File: src/hw/kv_defines_pkg.sv
package kv_defines_pkg;

    // every vault word is one 32 bit dword, both in the slots and in the hash block
    localparam int KV_DWORD_W = 32;

    // a slot holds at most a 384 bit key, so twelve dwords
    localparam int KV_KEY_DWORDS = 12;

    // a SHA-512 style message block is 1024 bits, which is 32 dwords
    localparam int KV_BLOCK_DWORDS = 32;

    // key length is counted in dwords and has to hold the value 12
    localparam int KV_LEN_W = 4;

    // offset into the 32 dword hash block
    localparam int KV_BLK_OFFSET_W = 5;

    // first pad word after the message carries the single leading one bit
    localparam logic [KV_DWORD_W-1:0] KV_PAD_LEAD = 32'h8000_0000;

    // in HMAC mode the inner key block is already hashed ahead of the data,
    // so its 1024 bits count toward the message length
    localparam int KV_HMAC_KEY_BITS = 1024;

endpackage

File: src/hw/kv_fsm.sv
`timescale 1ns/1ps

module kv_fsm #(
    parameter int DATA_WIDTH = 384,
    parameter int PAD = 0,
    parameter int HMAC = 0,
    localparam int RD_OFFSET_W = $clog2(DATA_WIDTH / kv_defines_pkg::KV_DWORD_W),
    localparam int WR_OFFSET_W = (PAD == 1) ? kv_defines_pkg::KV_BLK_OFFSET_W : RD_OFFSET_W
) (
    input  logic                                  clk,
    input  logic                                  rst_b,
    input  logic                                  start,
    input  logic                                  last,
    input  logic                                  pcr_hash_extend,
    output logic [RD_OFFSET_W-1:0]                read_offset,
    output logic                                  write_en,
    output logic [WR_OFFSET_W-1:0]                write_offset,
    output logic                                  write_pad,
    output logic [kv_defines_pkg::KV_DWORD_W-1:0] pad_data,
    output logic                                  ready,
    output logic                                  done
);
    import kv_defines_pkg::*;

    // number of data dwords when the whole data width is copied
    localparam int DATA_DWORDS = DATA_WIDTH / KV_DWORD_W;
    // one extra bit so the counter can reach the full block size
    localparam int CNT_W = KV_BLK_OFFSET_W + 1;
    // dword count times 32 gives the bit count
    localparam int BIT_SHIFT = $clog2(KV_DWORD_W);

    typedef enum logic [2:0] {
        ST_IDLE   = 3'b000,
        ST_COPY   = 3'b001,
        ST_PAD    = 3'b011,
        ST_ZERO   = 3'b010,
        ST_LENGTH = 3'b110,
        ST_DONE   = 3'b100
    } state_e;

    state_e state;
    state_e state_nxt;
    logic [CNT_W-1:0] offset;
    logic [CNT_W-1:0] offset_nxt;
    logic [CNT_W-1:0] num_dwords_data;
    logic [KV_DWORD_W-1:0] length_for_pad;
    logic copy_to_done;
    logic copy_to_pad;
    logic zero_to_length;
    logic offset_en;

    assign offset_nxt = offset + CNT_W'(1);

    // plain copy and PCR extend both end after the last dword of the data width
    assign copy_to_done = (state == ST_COPY) && ((PAD == 0) || pcr_hash_extend) &&
                          (offset_nxt == CNT_W'(DATA_DWORDS));

    // padded copy ends on the dword the client flags as last
    assign copy_to_pad = (state == ST_COPY) && (PAD == 1) && !pcr_hash_extend && last;

    // the final dword of the block is reserved for the length
    assign zero_to_length = (offset_nxt == CNT_W'(KV_BLOCK_DWORDS - 1));

    // message length in bits plus the HMAC key block when that mode is enabled
    always_comb begin
        length_for_pad = KV_DWORD_W'(num_dwords_data) << BIT_SHIFT;
        if (HMAC == 1) begin
            length_for_pad = length_for_pad + KV_DWORD_W'(KV_HMAC_KEY_BITS);
        end
    end

    assign ready = (state == ST_IDLE);

    always_comb begin
        state_nxt = state;
        write_en = 1'b0;
        write_pad = 1'b0;
        offset_en = 1'b0;
        pad_data = '0;
        done = 1'b0;
        case (state)
            ST_IDLE: begin
                if (start) begin
                    state_nxt = ST_COPY;
                end
            end
            ST_COPY: begin
                write_en = 1'b1;
                offset_en = 1'b1;
                if (copy_to_done) begin
                    state_nxt = ST_DONE;
                end else if (copy_to_pad) begin
                    state_nxt = ST_PAD;
                end
            end
            ST_PAD: begin
                // the lead word is only ever one dword long
                write_en = 1'b1;
                write_pad = 1'b1;
                offset_en = 1'b1;
                pad_data = KV_PAD_LEAD;
                state_nxt = ST_ZERO;
            end
            ST_ZERO: begin
                write_en = 1'b1;
                write_pad = 1'b1;
                offset_en = 1'b1;
                if (zero_to_length) begin
                    state_nxt = ST_LENGTH;
                end
            end
            ST_LENGTH: begin
                write_en = 1'b1;
                write_pad = 1'b1;
                offset_en = 1'b1;
                pad_data = length_for_pad;
                state_nxt = ST_DONE;
            end
            ST_DONE: begin
                done = 1'b1;
                state_nxt = ST_IDLE;
            end
            default: begin
                state_nxt = ST_IDLE;
            end
        endcase
    end

    always_ff @(posedge clk or negedge rst_b) begin
        if (!rst_b) begin
            state <= ST_IDLE;
            offset <= '0;
            num_dwords_data <= '0;
        end else begin
            state <= state_nxt;
            // counter goes back to zero as the last write retires
            if (state_nxt == ST_DONE) begin
                offset <= '0;
            end else if (offset_en) begin
                offset <= offset_nxt;
            end
            // count of data dwords is the offset just past the last data dword
            if (copy_to_pad) begin
                num_dwords_data <= offset_nxt;
            end
        end
    end

    // read side only moves while data is being copied
    assign read_offset = (state == ST_COPY) ? offset[RD_OFFSET_W-1:0] : '0;
    assign write_offset = offset[WR_OFFSET_W-1:0];

endmodule

File: src/hw/kv_store.sv
`timescale 1ns/1ps

module kv_store #(
    parameter int NUM_SLOTS = 8,
    localparam int SLOT_W = $clog2(NUM_SLOTS),
    localparam int WORD_OFFSET_W = $clog2(kv_defines_pkg::KV_KEY_DWORDS)
) (
    input  logic                                  clk,
    input  logic                                  rst_b,
    // write port from the write client
    input  logic                                  st_we,
    input  logic [SLOT_W-1:0]                     st_wslot,
    input  logic [WORD_OFFSET_W-1:0]              st_woffset,
    input  logic [kv_defines_pkg::KV_DWORD_W-1:0] st_wdata,
    input  logic [kv_defines_pkg::KV_LEN_W-1:0]   st_wlen,
    // read port for the read client
    input  logic [SLOT_W-1:0]                     st_rslot,
    input  logic [WORD_OFFSET_W-1:0]              st_roffset,
    output logic [kv_defines_pkg::KV_DWORD_W-1:0] st_rdata,
    output logic [kv_defines_pkg::KV_LEN_W-1:0]   st_rlen,
    output logic                                  st_rvalid
);
    import kv_defines_pkg::*;

    // key dwords, twelve per slot
    logic [KV_DWORD_W-1:0] slot_data [NUM_SLOTS][KV_KEY_DWORDS];
    // per slot key length in dwords
    logic [KV_LEN_W-1:0] slot_len [NUM_SLOTS];
    // a slot becomes valid on its first written dword and stays valid
    logic [NUM_SLOTS-1:0] slot_valid;

    // key storage keeps its contents across reset
    always_ff @(posedge clk) begin
        if (st_we) begin
            slot_data[st_wslot][st_woffset] <= st_wdata;
        end
    end

    // length and valid flag follow every dword of a write, so the
    // whole slot update is done once the write client finishes
    always_ff @(posedge clk or negedge rst_b) begin
        if (!rst_b) begin
            slot_valid <= '0;
            for (int i = 0; i < NUM_SLOTS; i++) begin
                slot_len[i] <= '0;
            end
        end else if (st_we) begin
            slot_valid[st_wslot] <= 1'b1;
            slot_len[st_wslot] <= st_wlen;
        end
    end

    // read port is purely combinational, data shows up in the same cycle
    assign st_rdata = slot_data[st_rslot][st_roffset];
    assign st_rlen = slot_len[st_rslot];
    assign st_rvalid = slot_valid[st_rslot];

endmodule

File: src/hw/kv_write_client.sv
`timescale 1ns/1ps

module kv_write_client #(
    parameter int NUM_SLOTS = 8,
    localparam int SLOT_W = $clog2(NUM_SLOTS),
    localparam int WORD_OFFSET_W = $clog2(kv_defines_pkg::KV_KEY_DWORDS)
) (
    input  logic                                  clk,
    input  logic                                  rst_b,
    // result register load port
    input  logic                                  res_we,
    input  logic [WORD_OFFSET_W-1:0]              res_idx,
    input  logic [kv_defines_pkg::KV_DWORD_W-1:0] res_data,
    // copy request
    input  logic                                  wr_start,
    input  logic [SLOT_W-1:0]                     wr_slot,
    input  logic [kv_defines_pkg::KV_LEN_W-1:0]   wr_len,
    output logic                                  wr_ready,
    output logic                                  wr_done,
    // store write port
    output logic                                  st_we,
    output logic [SLOT_W-1:0]                     st_wslot,
    output logic [WORD_OFFSET_W-1:0]              st_woffset,
    output logic [kv_defines_pkg::KV_DWORD_W-1:0] st_wdata,
    output logic [kv_defines_pkg::KV_LEN_W-1:0]   st_wlen
);
    import kv_defines_pkg::*;

    logic [KV_DWORD_W-1:0] res_q [KV_KEY_DWORDS];
    logic [SLOT_W-1:0] slot_q;
    logic [KV_LEN_W-1:0] len_q;

    // result registers, indices past the key size are dropped
    always_ff @(posedge clk) begin
        if (res_we && (res_idx < WORD_OFFSET_W'(KV_KEY_DWORDS))) begin
            res_q[res_idx] <= res_data;
        end
    end

    // slot and length are held for the whole copy
    always_ff @(posedge clk or negedge rst_b) begin
        if (!rst_b) begin
            slot_q <= '0;
            len_q <= '0;
        end else if (wr_start && wr_ready) begin
            slot_q <= wr_slot;
            len_q <= wr_len;
        end
    end

    assign st_wslot = slot_q;
    assign st_wlen = len_q;

    // all twelve dwords are written so a shorter key clears what a longer one left behind
    assign st_wdata = (st_woffset < len_q) ? res_q[st_woffset] : '0;

    // the copy has a fixed length, so no last flag and no PCR mode
    kv_fsm #(
        .DATA_WIDTH(KV_KEY_DWORDS * KV_DWORD_W),
        .PAD(0)
    ) u_fsm (
        .clk(clk),
        .rst_b(rst_b),
        .start(wr_start),
        .last(1'b0),
        .pcr_hash_extend(1'b0),
        .read_offset(),
        .write_en(st_we),
        .write_offset(st_woffset),
        .write_pad(),
        .pad_data(),
        .ready(wr_ready),
        .done(wr_done)
    );

endmodule

File: src/hw/kv_read_client.sv
`timescale 1ns/1ps

module kv_read_client #(
    parameter int NUM_SLOTS = 8,
    parameter int HMAC = 0,
    localparam int SLOT_W = $clog2(NUM_SLOTS),
    localparam int WORD_OFFSET_W = $clog2(kv_defines_pkg::KV_KEY_DWORDS)
) (
    input  logic                                   clk,
    input  logic                                   rst_b,
    // read request
    input  logic                                   rd_start,
    input  logic [SLOT_W-1:0]                      rd_slot,
    input  logic                                   rd_pcr_extend,
    // store read port
    input  logic [kv_defines_pkg::KV_DWORD_W-1:0]  st_rdata,
    input  logic [kv_defines_pkg::KV_LEN_W-1:0]    st_rlen,
    input  logic                                   st_rvalid,
    output logic                                   rd_ready,
    output logic                                   rd_done,
    output logic                                   rd_err,
    output logic [SLOT_W-1:0]                      st_rslot,
    output logic [WORD_OFFSET_W-1:0]               st_roffset,
    // hash block stream
    output logic                                   blk_we,
    output logic [kv_defines_pkg::KV_BLK_OFFSET_W-1:0] blk_offset,
    output logic [kv_defines_pkg::KV_DWORD_W-1:0]  blk_data,
    output logic                                   blk_pad
);
    import kv_defines_pkg::*;

    logic [SLOT_W-1:0] slot_q;
    logic pcr_q;
    logic accept;
    logic fsm_start;
    logic fsm_last;
    logic [KV_DWORD_W-1:0] fsm_pad_data;

    assign accept = rd_start && rd_ready;

    // while idle the store looks at the requested slot so validity is known at once
    assign st_rslot = rd_ready ? rd_slot : slot_q;
    assign fsm_start = accept && st_rvalid;

    // last data dword is the one just below the stored length
    assign fsm_last = (st_roffset == WORD_OFFSET_W'(st_rlen - KV_LEN_W'(1)));

    always_ff @(posedge clk or negedge rst_b) begin
        if (!rst_b) begin
            slot_q <= '0;
            pcr_q <= 1'b0;
            rd_err <= 1'b0;
        end else begin
            if (accept) begin
                slot_q <= rd_slot;
                pcr_q <= rd_pcr_extend;
            end
            // refused request, one cycle error pulse and no stream
            rd_err <= accept && !st_rvalid;
        end
    end

    // pad words replace store data once the message part is over
    assign blk_data = blk_pad ? fsm_pad_data : st_rdata;

    kv_fsm #(
        .DATA_WIDTH(KV_KEY_DWORDS * KV_DWORD_W),
        .PAD(1),
        .HMAC(HMAC)
    ) u_fsm (
        .clk(clk),
        .rst_b(rst_b),
        .start(fsm_start),
        .last(fsm_last),
        .pcr_hash_extend(pcr_q),
        .read_offset(st_roffset),
        .write_en(blk_we),
        .write_offset(blk_offset),
        .write_pad(blk_pad),
        .pad_data(fsm_pad_data),
        .ready(rd_ready),
        .done(rd_done)
    );

endmodule

File: src/hw/kv_subsys.sv
`timescale 1ns/1ps

module kv_subsys #(
    parameter int NUM_SLOTS = 8,
    parameter int HMAC = 0,
    localparam int SLOT_W = $clog2(NUM_SLOTS),
    localparam int WORD_OFFSET_W = $clog2(kv_defines_pkg::KV_KEY_DWORDS)
) (
    input  logic                                       clk,
    input  logic                                       rst_b,
    // write client side
    input  logic                                       res_we,
    input  logic [WORD_OFFSET_W-1:0]                   res_idx,
    input  logic [kv_defines_pkg::KV_DWORD_W-1:0]      res_data,
    input  logic                                       wr_start,
    input  logic [SLOT_W-1:0]                          wr_slot,
    input  logic [kv_defines_pkg::KV_LEN_W-1:0]        wr_len,
    output logic                                       wr_ready,
    output logic                                       wr_done,
    // read client side
    input  logic                                       rd_start,
    input  logic [SLOT_W-1:0]                          rd_slot,
    input  logic                                       rd_pcr_extend,
    output logic                                       rd_ready,
    output logic                                       rd_done,
    output logic                                       rd_err,
    output logic                                       blk_we,
    output logic [kv_defines_pkg::KV_BLK_OFFSET_W-1:0] blk_offset,
    output logic [kv_defines_pkg::KV_DWORD_W-1:0]      blk_data,
    output logic                                       blk_pad
);
    import kv_defines_pkg::*;

    // write client to store
    logic st_we;
    logic [SLOT_W-1:0] st_wslot;
    logic [WORD_OFFSET_W-1:0] st_woffset;
    logic [KV_DWORD_W-1:0] st_wdata;
    logic [KV_LEN_W-1:0] st_wlen;

    // read client to and from store
    logic [SLOT_W-1:0] st_rslot;
    logic [WORD_OFFSET_W-1:0] st_roffset;
    logic [KV_DWORD_W-1:0] st_rdata;
    logic [KV_LEN_W-1:0] st_rlen;
    logic st_rvalid;

    kv_store #(.NUM_SLOTS(NUM_SLOTS)) u_store (
        .clk(clk), .rst_b(rst_b),
        .st_we(st_we), .st_wslot(st_wslot), .st_woffset(st_woffset),
        .st_wdata(st_wdata), .st_wlen(st_wlen),
        .st_rslot(st_rslot), .st_roffset(st_roffset),
        .st_rdata(st_rdata), .st_rlen(st_rlen), .st_rvalid(st_rvalid)
    );

    kv_write_client #(.NUM_SLOTS(NUM_SLOTS)) u_write_client (
        .clk(clk), .rst_b(rst_b),
        .res_we(res_we), .res_idx(res_idx), .res_data(res_data),
        .wr_start(wr_start), .wr_slot(wr_slot), .wr_len(wr_len),
        .wr_ready(wr_ready), .wr_done(wr_done),
        .st_we(st_we), .st_wslot(st_wslot), .st_woffset(st_woffset),
        .st_wdata(st_wdata), .st_wlen(st_wlen)
    );

    // HMAC only changes the length word of the padded stream
    kv_read_client #(.NUM_SLOTS(NUM_SLOTS), .HMAC(HMAC)) u_read_client (
        .clk(clk), .rst_b(rst_b),
        .rd_start(rd_start), .rd_slot(rd_slot), .rd_pcr_extend(rd_pcr_extend),
        .st_rdata(st_rdata), .st_rlen(st_rlen), .st_rvalid(st_rvalid),
        .rd_ready(rd_ready), .rd_done(rd_done), .rd_err(rd_err),
        .st_rslot(st_rslot), .st_roffset(st_roffset),
        .blk_we(blk_we), .blk_offset(blk_offset),
        .blk_data(blk_data), .blk_pad(blk_pad)
    );

endmodule

File: config.mk
export PLATFORM = sky130hd
export DESIGN_NAME = kv_subsys
export DESIGN_NICKNAME = d
export VERILOG_FILES = /design/src/hw/kv_defines_pkg.sv /design/src/hw/kv_fsm.sv /design/src/hw/kv_store.sv /design/src/hw/kv_write_client.sv /design/src/hw/kv_read_client.sv /design/src/hw/kv_subsys.sv
export SDC_FILE = /design/constraint.sdc
export NUM_CORES = 2
export LEC_CHECK = 0
export ABC_CLOCK_PERIOD_IN_PS = 4600
export BUFFER_PORTS_ARGS = -buffer_cell sky130_fd_sc_hd__buf_4
export CORE_MARGIN = 4
export CORE_UTILIZATION = 40
export CTS_CLUSTER_SIZE = 25
export DETAILED_ROUTE_END_ITERATION = 12
export SLEW_MARGIN = 15
export SYNTH_ARGS = -nofsm -noshare
export SYNTH_HDL_FRONTEND = slang
export SYNTH_SLANG_ARGS = --single-unit
File: constraint.sdc
create_clock -name clk -period 4.6 [get_ports clk]
set_input_delay 0.92 -clock clk [delete_from_list [all_inputs] [get_ports clk]]
set_output_delay 0.92 -clock clk [all_outputs]
set_load 0.02 [all_outputs]
==> impl_results.md <==
* Syn nets at 9154
* Final setup viols at 32
* Synth Instances at 9089
* Clk pwr share at 20.0%
* Area Overhead vs Synth at 25.28%
* Post-synthesis sequential area ratio at 76.36%
* Multiplexer share of the synthesized area at 6.634%
* Initial Utilization at 40.26%
* Vias per Instance at 5.885
* Synthesized area at 138400 um2
* DRC errors left at 0
* Startpoint Class: flip-flop
* Peak supply drop at 0.7673 mV
* Synth top area share at 74.98%
* Int Pwr at 0.08970 W
* Cell Chain, Critical Path: buf_6, buf_4, buf_4, buf_4, inv_1, or3_1, nor2_2, buf_6, nor2_2, a22oi_2, buf_4, nand3_2, nor4_2, nand4_1, a22o_4, buf_6
* Final Hold Viols at 0
* Post-synthesis xor/xnor area fraction at 0.09492%
* Violated checks: negative setup slack
* Largest net degree at the start of global routing at 103
* Synth Flop Type: edfxtp_1
* Clock sink total at 3532
* GR Util All Layers at 24.13%
* CP max FO at 9
* Routed Antenna Nets at 0
* Yosys warnings at 0
* CP max stage delay at 0.49 ns
* Layout Nets at 10279
* GR Overflow Total at 0
* Switching pwr at 0.05848 W
* DR vias at 88756
* Hold buffers post-CTS at 0
* Simple-Gate Fraction of Synth Area at 11.22%
* H-tree depth at 5
* Pwr/cell area at 854.6 nW/um2
* Core box area at 343800 um2
* Final worst slack at -0.9677 ns
* Crit end category: primary output
* Largest family of logic cells by synthesized area: simple AND/OR/NAND/NOR gates
* Biggest area consumer among synthesized cells: edfxtp_1
* Root Driver: clkbuf_16
* Total power draw at 0.1482 W
* GPL Wtd Cong at 0.9316
* Avg Cell Area, Syn at 15.23 um2
* Data arrival time of the worst path at 4.65 ns
* CTS tree: built
* Comb pwr share at 48.3%
* Kind of critical path: flip-flop to primary output
* Number of global-route vias before repair at 85007
* First-pass GRT wire length at 623.7 mm
* Clock Pin Slew Worst Setup and Hold Paths at 0.06 ns
* Post-Synth Adder-Cell Area at 0.1175%
* Filler instances at 28064
* Worst min-delay path class: input pin to async pin
* RR Startpoint: u_read_client.u_fsm.state[0]$_DFF_PN0_
* Leakage power at 59.30 nW
* Max Fclk at 0.1796 GHz
* Num rows at 215
* Tcrit/Tclk final at 121.0%
* Max-slew violation count at 0
* Leading post-synthesis cells by cell area: edfxtp_1, nand2_1, mux4_2
* Clock skew at 0.07613 ns
* Pre-CTS setup slack at -1.560 ns
* DIE AREA at 355500 um2
* Switching part of the total at 39.47%
* Compound-cell area share of the yosys netlist at 3.747%
* Clk Latency, worst-skew pair at 0.97 ns
* Status: complete, but fails checks
* Clk buf depth at 4
* Worst Setup SP: u_read_client.u_fsm.state[0]$_DFF_PN0_
* Final min period at 5.568 ns
* Rel. slew slack at 17.54%
* Post-synth EDFFs at 3456
* Io pins at 96
* Slowest CP cell: or3_1
* Drt first pass iters at 6
* Initial antenna violation count at 10
* CP required at 3.68 ns
* Post-DP HPWL at 262.8 mm
* RSZ-0062 raised after global routing: true
* Top cell by count, worst path: buf_4
* Routed wire length per instance at 29.55 um
* Slew @ Worst Pin at 1.237 ns
* Layout cells sized above 1 at 27.06%
* TritonCTS buffer count at 366
* Die W at 596.2 um
* Total Wirelength at 445.7 mm
* Die Y at 596.2 um
* Iter 0 DRT Violations at 11816
* Ys async rst share at 2.152%
* Seq pwr share at 31.7%
* Number of distinct library cells after synthesis at 81
* Yosys reg bits at 3532
* Maxcap violations at 0
* Buffers added on ports at 95
## logic make-up after synthesis
group,Yosys count
buffers and inverters,578
muxes,505
and+or+nand+nor,3617
xor gates and xnor gates,15
AOI/OAI and AO/OA,829
adders and majority gates,13
DFF,3532
## cells in the mapped netlist, drive strengths merged (8+ instances only)
master,count
o21ai,155
a22o,9
or2,8
nand4,31
and3,49
inv,8
o221ai,25
o2111ai,16
mux4,327
clkbuf,232
a311oi,14
a221oi,8
nor2,264
mux2,28
a22oi,59
nand2,2065
a32oi,29
a31oi,81
and2,8
nand3,1012
nand2b,20
ha,13
o211ai,13
a211oi,28
nor4,62
buf,335
mux2i,150
edfxtp,3456
dfrtp,76
xnor2,12
o22ai,58
a21oi,285
nor3,70
## critical path, delay by kind of cell (launching register included)
kind,cells,cell delay (ns)
DFF,1,0.41
and+or+nand+nor,6,1.50
AOI/OAI and AO/OA,2,0.54
buffers and inverters,8,1.23
## routing by layer
metal  share of wire, %  GRT usage (%)
met5             0.0047              0
met4                4.9          10.54
met3                 11          4.496
met2                 45          36.68
met1                 39          34.09
## final timing paths
check                                                                endpoint  slack [ns]  cells past startpoint
setup reg to reg           u_read_client.u_fsm.num_dwords_data[4]$_DFFE_PN0P_        0.58                     16
min in group clk                        u_write_client.st_wlen[1]$_DFFE_PN0P_        0.17                      3
hold reg to reg                             u_store.slot_valid[7]$_DFFE_PN0N_        0.47                      1
hold / removal                      u_read_client.u_fsm.offset[4]$_DFFE_PN0P_         0.1                      1
max in group asynchronous          u_write_client.u_fsm.offset[0]$_DFFE_PN0P_        3.75                      1
setup / recovery                                                 blk_data[10]       -0.97                     16
## power by group through the flow
stage | Sequential [W] | Clock [W] | Combinational, W
6_report | 0.0470 | 0.0296 | 0.0715
2_1_floorplan | 0.0480 | 0 | 0.0277
3_3_place_gp | 0.0475 | 0 | 0.0572
4_1_cts | 0.0470 | 0.0299 | 0.0670
3_5_place_dp | 0.0476 | 0 | 0.0582
5_1_grt | 0.0471 | 0.0313 | 0.0746
## cell type report
class                      instances  area [um2]  area share (%)
timing repair buffer            1324       15250           8.796
inverter                          11       41.29         0.02381
sequential                      3532      105700           60.96
clock buffer                     428        9477           5.466
tap                             4557        5702           3.288
multi-input combinational       4979       34720           20.02
antenna                            5       12.51        0.007216
clock inverter                   247        2491           1.437
## placed cells by master, fill, tap and decap left out, drive strengths merged, types with 28 or more instances in the layout
master,Yosys,layout
and3,49,49
buf,335,1286
nand3,1012,1012
nor2,264,264
o22ai,58,58
a32oi,29,29
edfxtp,3456,3456
nor3,70,70
a211oi,28,28
nand2,2065,2065
mux2,28,28
a21oi,285,285
bufinv,0,37
clkbuf,232,446
a22oi,59,59
dfrtp,76,76
mux2i,150,150
o21ai,155,155
mux4,327,327
nor4,62,62
nand4,31,31
a31oi,81,81
clkinv,3,183
## registers in the layout, summed over array words and instances (netlist names), 4 cells and up
name                                 cells
u_read_client.u_fsm.offset               6
u_store.slot_valid                       8
u_write_client.st_wlen                   4
u_read_client.u_fsm.num_dwords_data      6
u_write_client.u_fsm.offset              6
u_store.slot_len                        32
u_store.slot_data                     3072
u_write_client.res_q                   384
## repair_timing
| action | 4_1_cts | 5_1_grt |
|---|---|---|
| endpoints found under the setup margin | 32 | 32 |
| resized for setup | 719 | 411 |
| setup buffers | 166 | 136 |
| pin swaps | 163 | 203 |
| gates cloned | 41 | 18 |
## through the flow
step           util (%)  area [um2]  std cells  hold WS (ns)  setup TNS [ns]
2_1_floorplan         -      138400       9089        0.4346          -3.883
3_3_place_gp      44.34      152400      14104        0.4497          -29.16
3_5_place_dp      44.35      152500      14106        0.4521          -25.91
4_1_cts           49.55      170400      14961       0.07317          -25.97
5_1_grt           50.43      173400      15079        0.1221          -26.59
6_report          50.43      173400      15083       0.09778          -25.01
(Power assumes the default switching activity.)
